==> src/common/mag_pkg.sv <==
/*
  Shared sizes and types for the complex magnitude front end.
  Imported by every RTL block that handles samples, beats or magnitudes.
  A beat is four complex channels, each with Q in the upper half and I
  in the lower half of a 32-bit word.
*/

package mag_pkg;

  //////////////////////////////////////////////////
  // sizes
  //////////////////////////////////////////////////

  // complex samples per input beat
  localparam int num_channels = 4;

  // width of one I or Q component
  localparam int sample_width = 16;

  // max plus half of min never exceeds 1.5 * 2^15
  localparam int mag_width = sample_width + 1;

  // stages in cabs_approx
  localparam int cabs_latency = 3;

  localparam int chan_width = $clog2(num_channels);

  //////////////////////////////////////////////////
  // types
  //////////////////////////////////////////////////

  typedef logic signed [sample_width-1:0] sample_t;

  // {q, i}
  typedef logic [2*sample_width-1:0] cplx_t;

  typedef cplx_t [num_channels-1:0] beat_t;

  typedef logic [mag_width-1:0] mag_t;

  typedef mag_t [num_channels-1:0] mag_beat_t;

  typedef logic [chan_width-1:0] chan_t;

endpackage

==> src/delay_line.sv <==
/*
  Fixed-depth register chain for any packed payload.
  Every stage clears to zero on reset, so valid bits carried in the
  payload come out inactive until real data has passed through.
*/

`timescale 1ns/10ps

module delay_line #(
  parameter type payload_t = logic,
  parameter int  depth     = 1
) (
  input  logic     clk,
  input  logic     rst,
  input  payload_t din,
  output payload_t dout
);

  payload_t stage [depth];

  always_ff @(posedge clk) begin
    if (rst) begin
      for (int i = 0; i < depth; i++) begin
        stage[i] <= '0;
      end
    end else begin
      stage[0] <= din;
      // shift toward the output end
      for (int i = 1; i < depth; i++) begin
        stage[i] <= stage[i-1];
      end
    end
  end

  assign dout = stage[depth-1];

endmodule

==> src/cabs/cabs_approx.sv <==
/*
  Alpha-max-plus-beta-min magnitude of one complex sample.
  mag = max(|re|, |im|) + floor(min(|re|, |im|) / 2), three stages deep.
  Free running: a new sample may enter every cycle, no valid is carried.
*/

`timescale 1ns/10ps

module cabs_approx (
  input  logic             clk,
  input  mag_pkg::sample_t re,
  input  mag_pkg::sample_t im,
  output mag_pkg::mag_t    mag
);

  import mag_pkg::*;

  // one extra bit so that -2^15 negates cleanly
  logic signed [sample_width:0] re_ext;
  logic signed [sample_width:0] im_ext;

  mag_t abs_re;
  mag_t abs_im;
  mag_t max_val;
  mag_t min_val;
  mag_t mag_reg;

  assign re_ext = re;
  assign im_ext = im;

  //////////////////////////////////////////////////
  // stage 1 takes absolute values
  //////////////////////////////////////////////////

  always_ff @(posedge clk) begin
    abs_re <= re_ext[sample_width] ? mag_t'(-re_ext) : mag_t'(re_ext);
    abs_im <= im_ext[sample_width] ? mag_t'(-im_ext) : mag_t'(im_ext);
  end

  //////////////////////////////////////////////////
  // stage 2 sorts into max and min
  //////////////////////////////////////////////////

  always_ff @(posedge clk) begin
    if (abs_re >= abs_im) begin
      max_val <= abs_re;
      min_val <= abs_im;
    end else begin
      max_val <= abs_im;
      min_val <= abs_re;
    end
  end

  //////////////////////////////////////////////////
  // stage 3 adds max and half min
  //////////////////////////////////////////////////

  // half of min is truncated
  always_ff @(posedge clk) begin
    mag_reg <= max_val + (min_val >> 1);
  end

  assign mag = mag_reg;

endmodule

==> src/cabs/cabs_serial.sv <==
/*
  Serial magnitude engine for a four-channel beat.
  Walks the channels of the held input beat one per cycle through a
  shared cabs_approx, collects the results, and strobes the beat out
  together with its magnitudes 5 edges after the accepting edge.
*/

`timescale 1ns/10ps

module cabs_serial (
  input  logic                clk,
  input  logic                rst,
  input  logic                in_valid,
  output logic                in_ready,
  input  mag_pkg::beat_t      in_data,
  output logic                beat_valid,
  output mag_pkg::beat_t      beat_data,
  output mag_pkg::mag_beat_t  beat_mag
);

  import mag_pkg::*;

  // {channel index, sample valid}
  typedef logic [chan_width:0] tag_t;

  // {beat, accept flag}
  typedef logic [$bits(beat_t):0] held_t;

  chan_t     count;
  logic      accept;
  cplx_t     cur_sample;
  mag_t      cabs_mag;

  tag_t      tag_in;
  tag_t      tag_out;
  chan_t     tag_chan;
  logic      tag_valid;

  held_t     held_in;
  held_t     held_out;
  beat_t     held_beat;
  logic      held_accept;

  mag_t      mag_mem [num_channels];
  mag_beat_t mem_beat;

  //////////////////////////////////////////////////
  // input handshake and channel counter
  //////////////////////////////////////////////////

  // the beat is taken on its last channel
  assign in_ready = (count == chan_t'(num_channels - 1));
  assign accept   = in_valid & in_ready;

  // frozen while in_valid is low
  always_ff @(posedge clk) begin
    if (rst) begin
      count <= '0;
    end else if (in_valid) begin
      if (count == chan_t'(num_channels - 1)) begin
        count <= '0;
      end else begin
        count <= count + 1'b1;
      end
    end
  end

  //////////////////////////////////////////////////
  // shared magnitude pipe
  //////////////////////////////////////////////////

  assign cur_sample = in_data[count];

  cabs_approx cabs_approx_inst (
    .clk (clk),
    .re  (cur_sample[sample_width-1:0]),
    .im  (cur_sample[2*sample_width-1:sample_width]),
    .mag (cabs_mag)
  );

  // channel tag runs beside the pipe
  assign tag_in = {count, in_valid};

  delay_line #(
    .payload_t (tag_t),
    .depth     (cabs_latency)
  ) tag_delay_inst (
    .clk  (clk),
    .rst  (rst),
    .din  (tag_in),
    .dout (tag_out)
  );

  assign {tag_chan, tag_valid} = tag_out;

  // one slot per channel
  always_ff @(posedge clk) begin
    if (tag_valid) begin
      mag_mem[tag_chan] <= cabs_mag;
    end
  end

  always_comb begin
    for (int i = 0; i < num_channels; i++) begin
      mem_beat[i] = mag_mem[i];
    end
  end

  //////////////////////////////////////////////////
  // beat alignment and output register
  //////////////////////////////////////////////////

  // one edge longer than the pipe, to cover the memory write
  assign held_in = {in_data, accept};

  delay_line #(
    .payload_t (held_t),
    .depth     (cabs_latency + 1)
  ) beat_delay_inst (
    .clk  (clk),
    .rst  (rst),
    .din  (held_in),
    .dout (held_out)
  );

  assign {held_beat, held_accept} = held_out;

  always_ff @(posedge clk) begin
    if (rst) begin
      beat_valid <= 1'b0;
    end else begin
      beat_valid <= held_accept;
    end
  end

  always_ff @(posedge clk) begin
    beat_data <= held_beat;
    beat_mag  <= mem_beat;
  end

endmodule

==> src/peak_pick.sv <==
/*
  Strongest-channel search over one beat of magnitudes.
  Lowest index wins a tie. peak_hit is set when the peak reaches the
  threshold. Adds one register stage; the beat and magnitudes pass along.
*/

`timescale 1ns/10ps

module peak_pick (
  input  logic               clk,
  input  logic               rst,
  input  mag_pkg::mag_t      threshold,
  input  logic               beat_valid,
  input  mag_pkg::beat_t     beat_data,
  input  mag_pkg::mag_beat_t beat_mag,
  output logic               out_valid,
  output mag_pkg::beat_t     out_data,
  output mag_pkg::mag_beat_t out_mag,
  output mag_pkg::chan_t     peak_chan,
  output mag_pkg::mag_t      peak_mag,
  output logic               peak_hit
);

  import mag_pkg::*;

  chan_t best_chan;
  mag_t  best_mag;

  // strict compare keeps the earlier channel on a tie
  always_comb begin
    best_chan = '0;
    best_mag  = beat_mag[0];
    for (int i = 1; i < num_channels; i++) begin
      if (beat_mag[i] > best_mag) begin
        best_chan = chan_t'(i);
        best_mag  = beat_mag[i];
      end
    end
  end

  always_ff @(posedge clk) begin
    if (rst) begin
      out_valid <= 1'b0;
    end else begin
      out_valid <= beat_valid;
    end
  end

  always_ff @(posedge clk) begin
    out_data  <= beat_data;
    out_mag   <= beat_mag;
    peak_chan <= best_chan;
    peak_mag  <= best_mag;
    peak_hit  <= (best_mag >= threshold);
  end

endmodule

==> src/mag_frontend_top.sv <==
/*
  Complex magnitude front end.
  Beats enter through a valid/ready port, at most one every four cycles;
  results leave on a one-cycle out_valid strobe 6 edges after acceptance.
*/

`timescale 1ns/10ps

module mag_frontend_top (
  input  logic               clk,
  input  logic               rst,
  input  logic               in_valid,
  output logic               in_ready,
  input  mag_pkg::beat_t     in_data,
  input  mag_pkg::mag_t      threshold,
  output logic               out_valid,
  output mag_pkg::beat_t     out_data,
  output mag_pkg::mag_beat_t out_mag,
  output mag_pkg::chan_t     peak_chan,
  output mag_pkg::mag_t      peak_mag,
  output logic               peak_hit
);

  import mag_pkg::*;

  // cabs_serial to peak_pick
  logic      beat_valid;
  beat_t     beat_data;
  mag_beat_t beat_mag;

  cabs_serial cabs_serial_inst (
    .clk        (clk),
    .rst        (rst),
    .in_valid   (in_valid),
    .in_ready   (in_ready),
    .in_data    (in_data),
    .beat_valid (beat_valid),
    .beat_data  (beat_data),
    .beat_mag   (beat_mag)
  );

  peak_pick peak_pick_inst (
    .clk        (clk),
    .rst        (rst),
    .threshold  (threshold),
    .beat_valid (beat_valid),
    .beat_data  (beat_data),
    .beat_mag   (beat_mag),
    .out_valid  (out_valid),
    .out_data   (out_data),
    .out_mag    (out_mag),
    .peak_chan  (peak_chan),
    .peak_mag   (peak_mag),
    .peak_hit   (peak_hit)
  );

endmodule

==> config.mk <==
export PLATFORM = sky130hd
export DESIGN_NAME = mag_frontend_top
export DESIGN_NICKNAME = d
export VERILOG_FILES = /design/src/common/mag_pkg.sv /design/src/delay_line.sv /design/src/cabs/cabs_approx.sv /design/src/cabs/cabs_serial.sv /design/src/peak_pick.sv /design/src/mag_frontend_top.sv
export SDC_FILE = /design/constraint.sdc
export NUM_CORES = 1
export LEC_CHECK = 0
export ABC_AREA = 1
export BUFFER_PORTS_ARGS = -buffer_cell sky130_fd_sc_hd__buf_2
export CORE_MARGIN = 1.5
export CORE_UTILIZATION = 55
export CTS_BUF_LIST = sky130_fd_sc_hd__clkbuf_16
export CTS_CLUSTER_SIZE = 25
export DETAILED_ROUTE_END_ITERATION = 10
export GPL_ROUTABILITY_DRIVEN = 1
export PLACE_DENSITY_LB_ADDON = 0.05
export SETUP_SLACK_MARGIN = 0.1
export SLEW_MARGIN = 20
export SYNTH_ARGS = -nofsm -noshare
export SYNTH_HDL_FRONTEND = slang
export SYNTH_SLANG_ARGS = --single-unit
==> constraint.sdc <==
create_clock -name clk -period 8.59 [get_ports clk]
set_clock_uncertainty 0.05 [all_clocks]
set_input_delay 0.859 -clock clk [delete_from_list [all_inputs] [get_ports clk]]
set_output_delay 0.859 -clock clk [all_outputs]
set_load 0.005 [all_outputs]
Word level (Yosys, flattened, before mapping). Memory sizes are Yosys's and may differ from the RTL's. A register that Yosys moved wholly into a read port is not among the register bits. Index checks and enable logic that the tools add are counted.

Register bits: 433. Memory bits (writable): 593. Input bits: 148. Logic and storage cells: 73. Memories: 3.

$add $sub $neg: 4. Magnitude comparators: 6. Eq/ne operators: 1. Mux-type cells: 24. Bitwise operators: 8. Reductions and logical operators: 1.

Memory list: cabs_serial_inst.beat_delay_inst.stage (words 4, bits a word 129, rd ports 4, clocked after memory_dff 0, wr ports 4, line delay_line.sv:19) `payload_t stage [depth];`; cabs_serial_inst.mag_mem (words 4, bits a word 17, rd ports 4, clocked after memory_dff 4, wr ports 1, line cabs_serial.sv:44) `mag_t mag_mem [num_channels];`; cabs_serial_inst.tag_delay_inst.stage (words 3, bits a word 3, rd ports 3, clocked after memory_dff 0, wr ports 3, line delay_line.sv:19).

Operators by type and width (count): 2-to-1 mux 129 bit (4); 2-to-1 mux 17 bit (5); binary-select mux 32 bit (select 2 bit) (1); greater-than comparator 17 bit (3); >= comparator 17 bit (2); negator 16 -> 17 bit (2); 2-to-1 mux 32 bit (1); 2-to-1 mux 15 bit (2); adder 17 x 16 -> 17 bit (1); 2-to-1 mux 3 bit (3); 2-to-1 mux 1 bit (7); bitwise OR 1 bit (7); < comparator 2 x 3 -> 1 bit (second input constant) (1); adder 2 x 1 -> 2 bit (second input constant) (1); equality test 2 bit (second input constant) (1); 2-to-1 mux 2 bit (1); OR reduction 2 bit (1); AND 1 bit (1).

Depth between registers and ports, before layout. Gate-level depths: netlist (run 1).

Depth after elaboration: 7. Depth in mapped cells: 55.

Cells and area by module. From an unflattened synthesis (run 1), not the netlist that was laid out.

Cell total of the unflattened synthesis: 3540. Area total of the unflattened synthesis: 33728.6 um^2.

Modules (own cells, without submodules): delay_line at cabs_serial_inst.beat_delay_inst (times used 1, cells each 1605, area each 14571.5 um^2); cabs_serial (times used 1, cells each 662, area each 7679.9 um^2); peak_pick (times used 1, cells each 640, area each 6806.5 um^2); cabs_approx (times used 1, cells each 602, area each 4389.2 um^2); delay_line at cabs_serial_inst.tag_delay_inst (times used 1, cells each 31, area each 281.5 um^2).

Worst setup path after synthesis (run 1). No wires, ideal clock.

Path type: register -> register. Start point: reg cabs_serial_inst.beat_mag[16] in the netlist's numbering, read port of cabs_serial_inst.mag_mem. End point: reg peak_pick_inst.peak_hit. Arrival: 5873 ps. Data required time: 8412 ps. Slack: 2539 ps. Cell stages (with the launch flop): 45. Path buffers: 2. Clock period less this slack: 6051 ps. Cells stage by stage: dfxtp_1 > inv_1 > ha_1 > a21o_1 > nor2_1 > nand2_1 > nor2_1 > nand2_2 > nand2_2 > clkbuf_1 > o21ai_0 > ha_1 > nand2_1 > nor2_1 > nand4_1 > nor3_1 > nand3_2 > clkbuf_1 > (+9 left out) > nand2_1 > nand2_2 > clkinv_1 > nand2_1 > nand2_1 > ha_1 > a21boi_0 > o21a_1 > o21a_1 > o21a_1 > o21ai_0 > nand2_1 > nand2_1 > nand2_1 > nand2_1 > nand2_1 > a21oi_1 > o21ai_0.

Cells in the longest elaborated chain, start to end: 7.

RTL lines: start, declared (line cabs_serial.sv:18) `output mag_pkg::mag_beat_t beat_mag`; greater-than comparator 17 bit (line peak_pick.sv:34) `if (beat_mag[i] > best_mag) begin`; 2-to-1 mux 17 bit * (line peak_pick.sv:34); greater-than comparator 17 bit (line peak_pick.sv:34); 2-to-1 mux 17 bit * (line peak_pick.sv:34); greater-than comparator 17 bit (line peak_pick.sv:34); 2-to-1 mux 17 bit * (line peak_pick.sv:34); named net peak_pick_inst.best_mag[1] (line peak_pick.sv:27) `mag_t best_mag;`; >= comparator 17 bit * (line peak_pick.sv:54) `peak_hit <= (best_mag >= threshold);`; end signal, assigned (line peak_pick.sv:54); end, declared (line peak_pick.sv:21) `output logic peak_hit`.

The timed path passes the listed nets; every way through them passes the cells marked *. A chain may end at the register's enable or synchronous reset.

Worst setup path after layout (run 1).
Start point: reg cabs_serial_inst.beat_mag[8] in the netlist's numbering, read port of cabs_serial_inst.mag_mem. End point: reg peak_pick_inst.peak_hit.

The elaborated chain is that of the path after synthesis.

==> results.sh, run 1 <==
export IMPL_dpl_hpwl_um=52770
export IMPL_numPortBuffers=365
export IMPL_power_density_nw_per_um2=293.0
export IMPL_arrival_ps=8000
export IMPL_clockBufferDepth=3
export IMPL_setup_tns_ps=0
export IMPL_cts_root_buf="clkbuf_16"
export IMPL_critPathTopFamily="simple AND/OR/NAND/NOR gates"
export IMPL_final_util=0.6581
export IMPL_h_tree_depth=3
export IMPL_die_x_um=245.0
export IMPL_post_synth_top_area_cell="dfxtp_1"
export IMPL_peakVddDrop_mv=0.2226
export IMPL_grt_util_all_layers=0.2383
export IMPL_grt_pass1_vias=19690
export IMPL_num_vias=20160
export IMPL_grt_pass1_wl_um=108900
export IMPL_crit_fanout=31
export IMPL_slew_headroom=0.2159
export IMPL_worstPathRequired_ps=9020
export IMPL_start_util=0.5573
export IMPL_worst_slew_pin_transition_ps=1176
export IMPL_grt_antenna_before_repair=16
export IMPL_cts_resized=0
export IMPL_synth_cell_types=45
export IMPL_pre_cts_slack_ps=901.9
export IMPL_clk_latency_ps=650
export IMPL_ios=366
export IMPL_synth_most_common_cell="dfxtp_1"
export IMPL_grt_max_degree=230
export IMPL_slowest_delay_ps=450
export IMPL_gr_total_overflow=0
export IMPL_core_area_um2=57810
export IMPL_row_count=88
export IMPL_antenna_left=0
export IMPL_synth_top_area_frac=0.6369
export IMPL_cp_common_cell="nand2_1"
export IMPL_cp_num_buf_inv=2
export IMPL_regMostFlops="cabs_serial_inst.beat_delay_inst.stage"
export IMPL_drc_errors=0
export IMPL_fin_nets=3822
export IMPL_die_h_um=245.0
export IMPL_routed_wl_um=71500
export IMPL_fin_ws_ps=1024
export IMPL_total_power_mw=11.14
export IMPL_critPathLaunchType="flop"
export IMPL_cts_setup_buffers=0
export IMPL_drv_slew=0
export IMPL_postSynthRegisterBits=1093
export IMPL_slowest_stage="nand2_2"
export IMPL_ctsHoldBuffers=0
export IMPL_fmax_ghz=0.1322
export IMPL_synth_ff_type="dfxtp_1"
export IMPL_drv_cap=0
export IMPL_netlist_area_um2=32220
export IMPL_fin_crit_ps=7566
export IMPL_wire_per_inst_um=16.14
export IMPL_grt_setup_unrepaired="false"
export IMPL_post_route_period_util=0.8808
export IMPL_dieArea_um2=60040
export IMPL_largest_register_ffs=516
export IMPL_status="finished clean"
export IMPL_setup_viol=0
export IMPL_syn_inst=3183
export IMPL_gp_congestion=0.8956
export IMPL_ys_seq_area_frac=0.7003
export IMPL_clk_pin_slew_worst_paths_ps=60
export IMPL_drtPass1Iterations=6
export IMPL_synth_avg_cell_area_um2=10.12
export IMPL_async_reset_ff_frac=0
export IMPL_critPathKind="reg -> reg"
export IMPL_numCtsBuffers=102
export IMPL_netlist_top_cells_area="dfxtp_1 64%, inv_1 7.9%, nor2_1 6.8%"
export IMPL_cts_tree="done"
export IMPL_hold_viol_final=0
export IMPL_yosysWarnings=0
export IMPL_crit_path_end_kind="flop"
export IMPL_power_static_leakage_nw=18.00
export IMPL_vias_per_cell=4.552
export IMPL_cts_sinks=1093
export IMPL_drive_gt1_frac=0.1498
export IMPL_area_growth_pct=18.08
export IMPL_drt_iter0_markers=1213
export IMPL_synth_edf_count=68
export IMPL_synth_commonest_cells="1025 x dfxtp_1, 678 x inv_1, 586 x nor2_1, 233 x nand2_1, 108 x a21oi_1"
export IMPL_min_path_type="reg -> reg"
export IMPL_reg_largest_list="cabs_serial_inst.beat_delay_inst.stage: 516 flops, cabs_serial_inst.beat_data: 128 flops, peak_pick_inst.out_data: 128 flops"
==> layout make-up <==
class	instances	area, um^2
well taps	765	957.2
inverters	681	2556
diodes	6	15.01
clock inverters	89	704.4
flip-flops and latches	1093	22570
repair buffers	376	1932
fillers	4579	19760
multi-input cells	1316	6735
clock buffers	103	2577
==> final timing paths <==
check	startpoint	to	slack, ps	cells after the start
hold reg to reg	cabs_serial_inst.beat_data[70]$_DFF_P_	peak_pick_inst.out_data[70]$_DFF_P_	250	0
setup reg to reg	cabs_serial_inst.beat_mag[8]$_DFF_P_	peak_pick_inst.peak_hit$_DFF_P_	1020	41
hold / removal	cabs_serial_inst.beat_data[70]$_DFF_P_	peak_pick_inst.out_data[70]$_DFF_P_	250	0
setup / recovery	cabs_serial_inst.beat_mag[8]$_DFF_P_	peak_pick_inst.peak_hit$_DFF_P_	1020	41
==> where the power goes <==
group / internal, mW / total (mW) / switching (mW)
combinational: 0.450 / 1.19 / 0.737
sequential: 5.49 / 5.64 / 0.150
clock: 2.44 / 4.32 / 1.88
==> cell families after synthesis <==
family,synth area share
flops,0.7003
simple gates,0.1131
buf+inv,0.09154
compound gates,0.04315
fa+ha+maj,0.04062
xor+xnor,0.01115
other cells,0.0001164
==> metrics by stage <==
step,area [um^2],hold WS (ps),cells
2_1_floorplan,32220,259.6,3184
4_1_cts,38030,246.2,4423
6_report,38040,251.9,4429
5_1_grt,38030,265.4,4425
3_3_place_gp,34750,259.8,4231
3_5_place_dp,34750,262.1,4231
==> routing by layer <==
metal / up-vias / global-route usage / wire length [um]
met5: - / 0 / 151
met4: 24 / 0.08479 / 2211
met3: 151 / 0.05358 / 4139
li1: 10260 / - / -
met1: 9203 / 0.3133 / 31940
met2: 527 / 0.3865 / 33060
==> cell usage in the layout, fill, tap and decap left out, types with 10 or more instances in the layout <==
cell,n
nand4_1,10
buf_4,10
clkbuf_16,103
o21ai_0,101
a21oi_1,108
dfxtp_1,1024
xnor2_1,15
nand3_1,48
clkinv_1,25
edfxtp_1,68
nand2_1,233
buf_2,364
nand2_2,14
xor2_1,26
nor2_1,586
ha_1,103
clkinv_2,18
inv_1,705
(Power assumes the default switching activity.)
==> inputs of run 2 (changes only) <==
--- a/config.mk
+++ b/config.mk
@@ -9,7 +9,6 @@
 export BUFFER_PORTS_ARGS = -buffer_cell sky130_fd_sc_hd__buf_2
 export CORE_MARGIN = 1.5
 export CORE_UTILIZATION = 55
-export CTS_BUF_LIST = sky130_fd_sc_hd__clkbuf_16
 export CTS_CLUSTER_SIZE = 25
 export DETAILED_ROUTE_END_ITERATION = 10
 export GPL_ROUTABILITY_DRIVEN = 1
==> run 2 against run 1 <==
Compared with the run above:
- cell area is 0.57% higher
- final cell count is essentially flat
- worst hold slack worse by 3.1 ps
- via count hardly changed
- non-clock buffer count stayed put
- largest cell class unchanged
==> results.sh, run 2 (same netlist as run 1, synthesis figures left out) <==
export IMPL_die_h_um=245.0
export IMPL_h_tree_depth=3
export IMPL_numPortBuffers=365
export IMPL_grt_pass1_vias=19790
export IMPL_critPathLaunchType="flop"
export IMPL_regMostFlops="cabs_serial_inst.beat_delay_inst.stage"
export IMPL_drt_iter0_markers=1218
export IMPL_final_util=0.6619
export IMPL_hold_depth=0
export IMPL_post_route_period_util=0.8785
export IMPL_wire_per_inst_um=16.19
export IMPL_grt_max_degree=230
export IMPL_dr_max_layer_used="met5"
export IMPL_core_area_um2=57810
export IMPL_cts_setup_buffers=0
export IMPL_worstPathRequired_ps=9020
export IMPL_start_util=0.5573
export IMPL_clockBufferDepth=3
export IMPL_fillers=4538
export IMPL_num_vias=20180
export IMPL_power_density_nw_per_um2=297.6
export IMPL_cts_resized=0
export IMPL_ctsHoldBuffers=0
export IMPL_slowest_delay_ps=450
export IMPL_critPathKind="reg -> reg"
export IMPL_clk_latency_ps=660
export IMPL_reg_largest_list="cabs_serial_inst.beat_delay_inst.stage: 516 flops, cabs_serial_inst.beat_data: 128 flops, peak_pick_inst.out_data: 128 flops"
export IMPL_area_growth_pct=18.76
export IMPL_slew_headroom=0.2824
export IMPL_power_static_leakage_nw=18.01
export IMPL_arrival_ps=7980
export IMPL_gr_total_overflow=0
export IMPL_seqCellArea_um2=22570
export IMPL_slowest_stage="nand2_2"
export IMPL_crit_fanout=31
export IMPL_crit_path_end_kind="flop"
export IMPL_cp_common_cell="nand2_1"
export IMPL_cts_tree="done"
export IMPL_vias_per_cell=4.557
export IMPL_hold_viol_final=0
export IMPL_drv_slew=0
export IMPL_wl_met3_um=4273
export IMPL_ff2ff_path_depth=41
export IMPL_placed_area_um2=34750
export IMPL_fin_crit_ps=7546
export IMPL_dr_wl_met2_um=33020
export IMPL_status="finished clean"
export IMPL_peakVddDrop_mv=0.2224
export IMPL_dieArea_um2=60040
export IMPL_setup_viol=0
export IMPL_routed_wl_um=71690
export IMPL_drt_met1_wl_um=31900
export IMPL_hold_end="peak_pick_inst.out_data[70]$_DFF_P_"
export IMPL_gp_congestion=0.8956
export IMPL_die_x_um=245.0
export IMPL_setup_tns_ps=0
export IMPL_dpl_hpwl_um=52770
export IMPL_min_path_type="reg -> reg"
export IMPL_final_common_cell="dfxtp_1"
export IMPL_worstHoldStart="cabs_serial_inst.beat_data[70]$_DFF_P_"
export IMPL_drtPass1Iterations=7
export IMPL_grt_antenna_before_repair=17
export IMPL_drv_cap=0
export IMPL_cts_sinks=1093
export IMPL_grt_setup_unrepaired="false"
export IMPL_row_count=88
export IMPL_ios=366
export IMPL_mostFrequentLayoutCells="1024 x dfxtp_1, 678 x inv_1, 586 x nor2_1"
export IMPL_finalInstanceArea_um2=38260
export IMPL_largest_register_ffs=516
export IMPL_fin_nets=3822
export IMPL_antenna_left=0
export IMPL_numCtsBuffers=102
export IMPL_fmax_ghz=0.1325
export IMPL_cts_root_buf="clkbuf_16"
export IMPL_rrSetupSlack_ps=1040
export IMPL_drive_gt1_frac=0.1558
export IMPL_drc_errors=0
export IMPL_worst_slew_pin_transition_ps=1076
export IMPL_reg2reg_to="peak_pick_inst.peak_hit$_DFF_P_"
export IMPL_r2r_start="cabs_serial_inst.beat_mag[8]$_DFF_P_"
export IMPL_grt_util_all_layers=0.2388
export IMPL_clk_pin_slew_worst_paths_ps=60
export IMPL_grt_pass1_wl_um=109300
export IMPL_multiInputGateArea_um2=6735
==> run 2: stage by stage <==
stage / cells / power (mW) / hold WS, ps / setup slack (ps)
floorplan: 3184 / 6.547 / 259.6 / 2539
global placement: 4231 / 6.902 / 259.8 / 1095
detailed placement: 4231 / 6.942 / 262.1 / 901.9
CTS: 4423 / 11.49 / 244.7 / 864.6
global route: 4425 / 11.88 / 270.4 / 208.3
finish: 4428 / 11.39 / 248.7 / 1044
==> run 2: how the worst max path moves through the flow <==
stage	slack, ps	start	depth (start not counted)	endpoint
after floorplan	2540	cabs_serial_inst.beat_mag[16]$_DFF_P_	44	peak_pick_inst.peak_hit$_DFF_P_
after global placement	1100	cabs_serial_inst.beat_mag[16]$_DFF_P_	43	peak_pick_inst.peak_hit$_DFF_P_
after detailed placement	900	cabs_serial_inst.beat_mag[16]$_DFF_P_	43	peak_pick_inst.peak_hit$_DFF_P_
after CTS	860	cabs_serial_inst.beat_mag[8]$_DFF_P_	41	peak_pick_inst.peak_hit$_DFF_P_
after global routing	210	cabs_serial_inst.beat_mag[15]$_DFF_P_	45	peak_pick_inst.peak_hit$_DFF_P_
final	1040	cabs_serial_inst.beat_mag[8]$_DFF_P_	41	peak_pick_inst.peak_hit$_DFF_P_
==> run 2: critical path, delay by kind of cell (launching register included) <==
| kind | cells | cell delay [ps] |
|---|---|---|
| adder cells (fa/ha/maj) | 4 | 1160 |
| AO/OA/AOI/OAI | 11 | 1860 |
| buffers and inverters | 2 | 420 |
| AND/OR/NAND/NOR | 24 | 3560 |
| flip-flops | 1 | 320 |
==> run 2: cell type report <==
cell class              instances  share of cell area
clock buffers                 152             0.07793
repair buffers                376             0.05049
clock inverters                40             0.01360
well taps                     765             0.02502
multi-input cells            1316              0.1760
diodes                          5           0.0003270
inverters                     681             0.06681
flip-flops and latches       1093              0.5898
==> run 2: report_power, final <==
part | switching [mW] | internal (mW) | total, mW
logic | 0.738 | 0.450 | 1.19
registers | 0.149 | 5.49 | 5.64
clock network | 1.90 | 2.67 | 4.56
total | 2.78 | 8.60 | 11.4
==> run 2: routing by layer <==
layer  track usage  up-vias
met5             0        -
met4       0.08824       28
met3       0.05631      160
met2        0.3859      548
met1        0.3123     9190
li1              -    10250
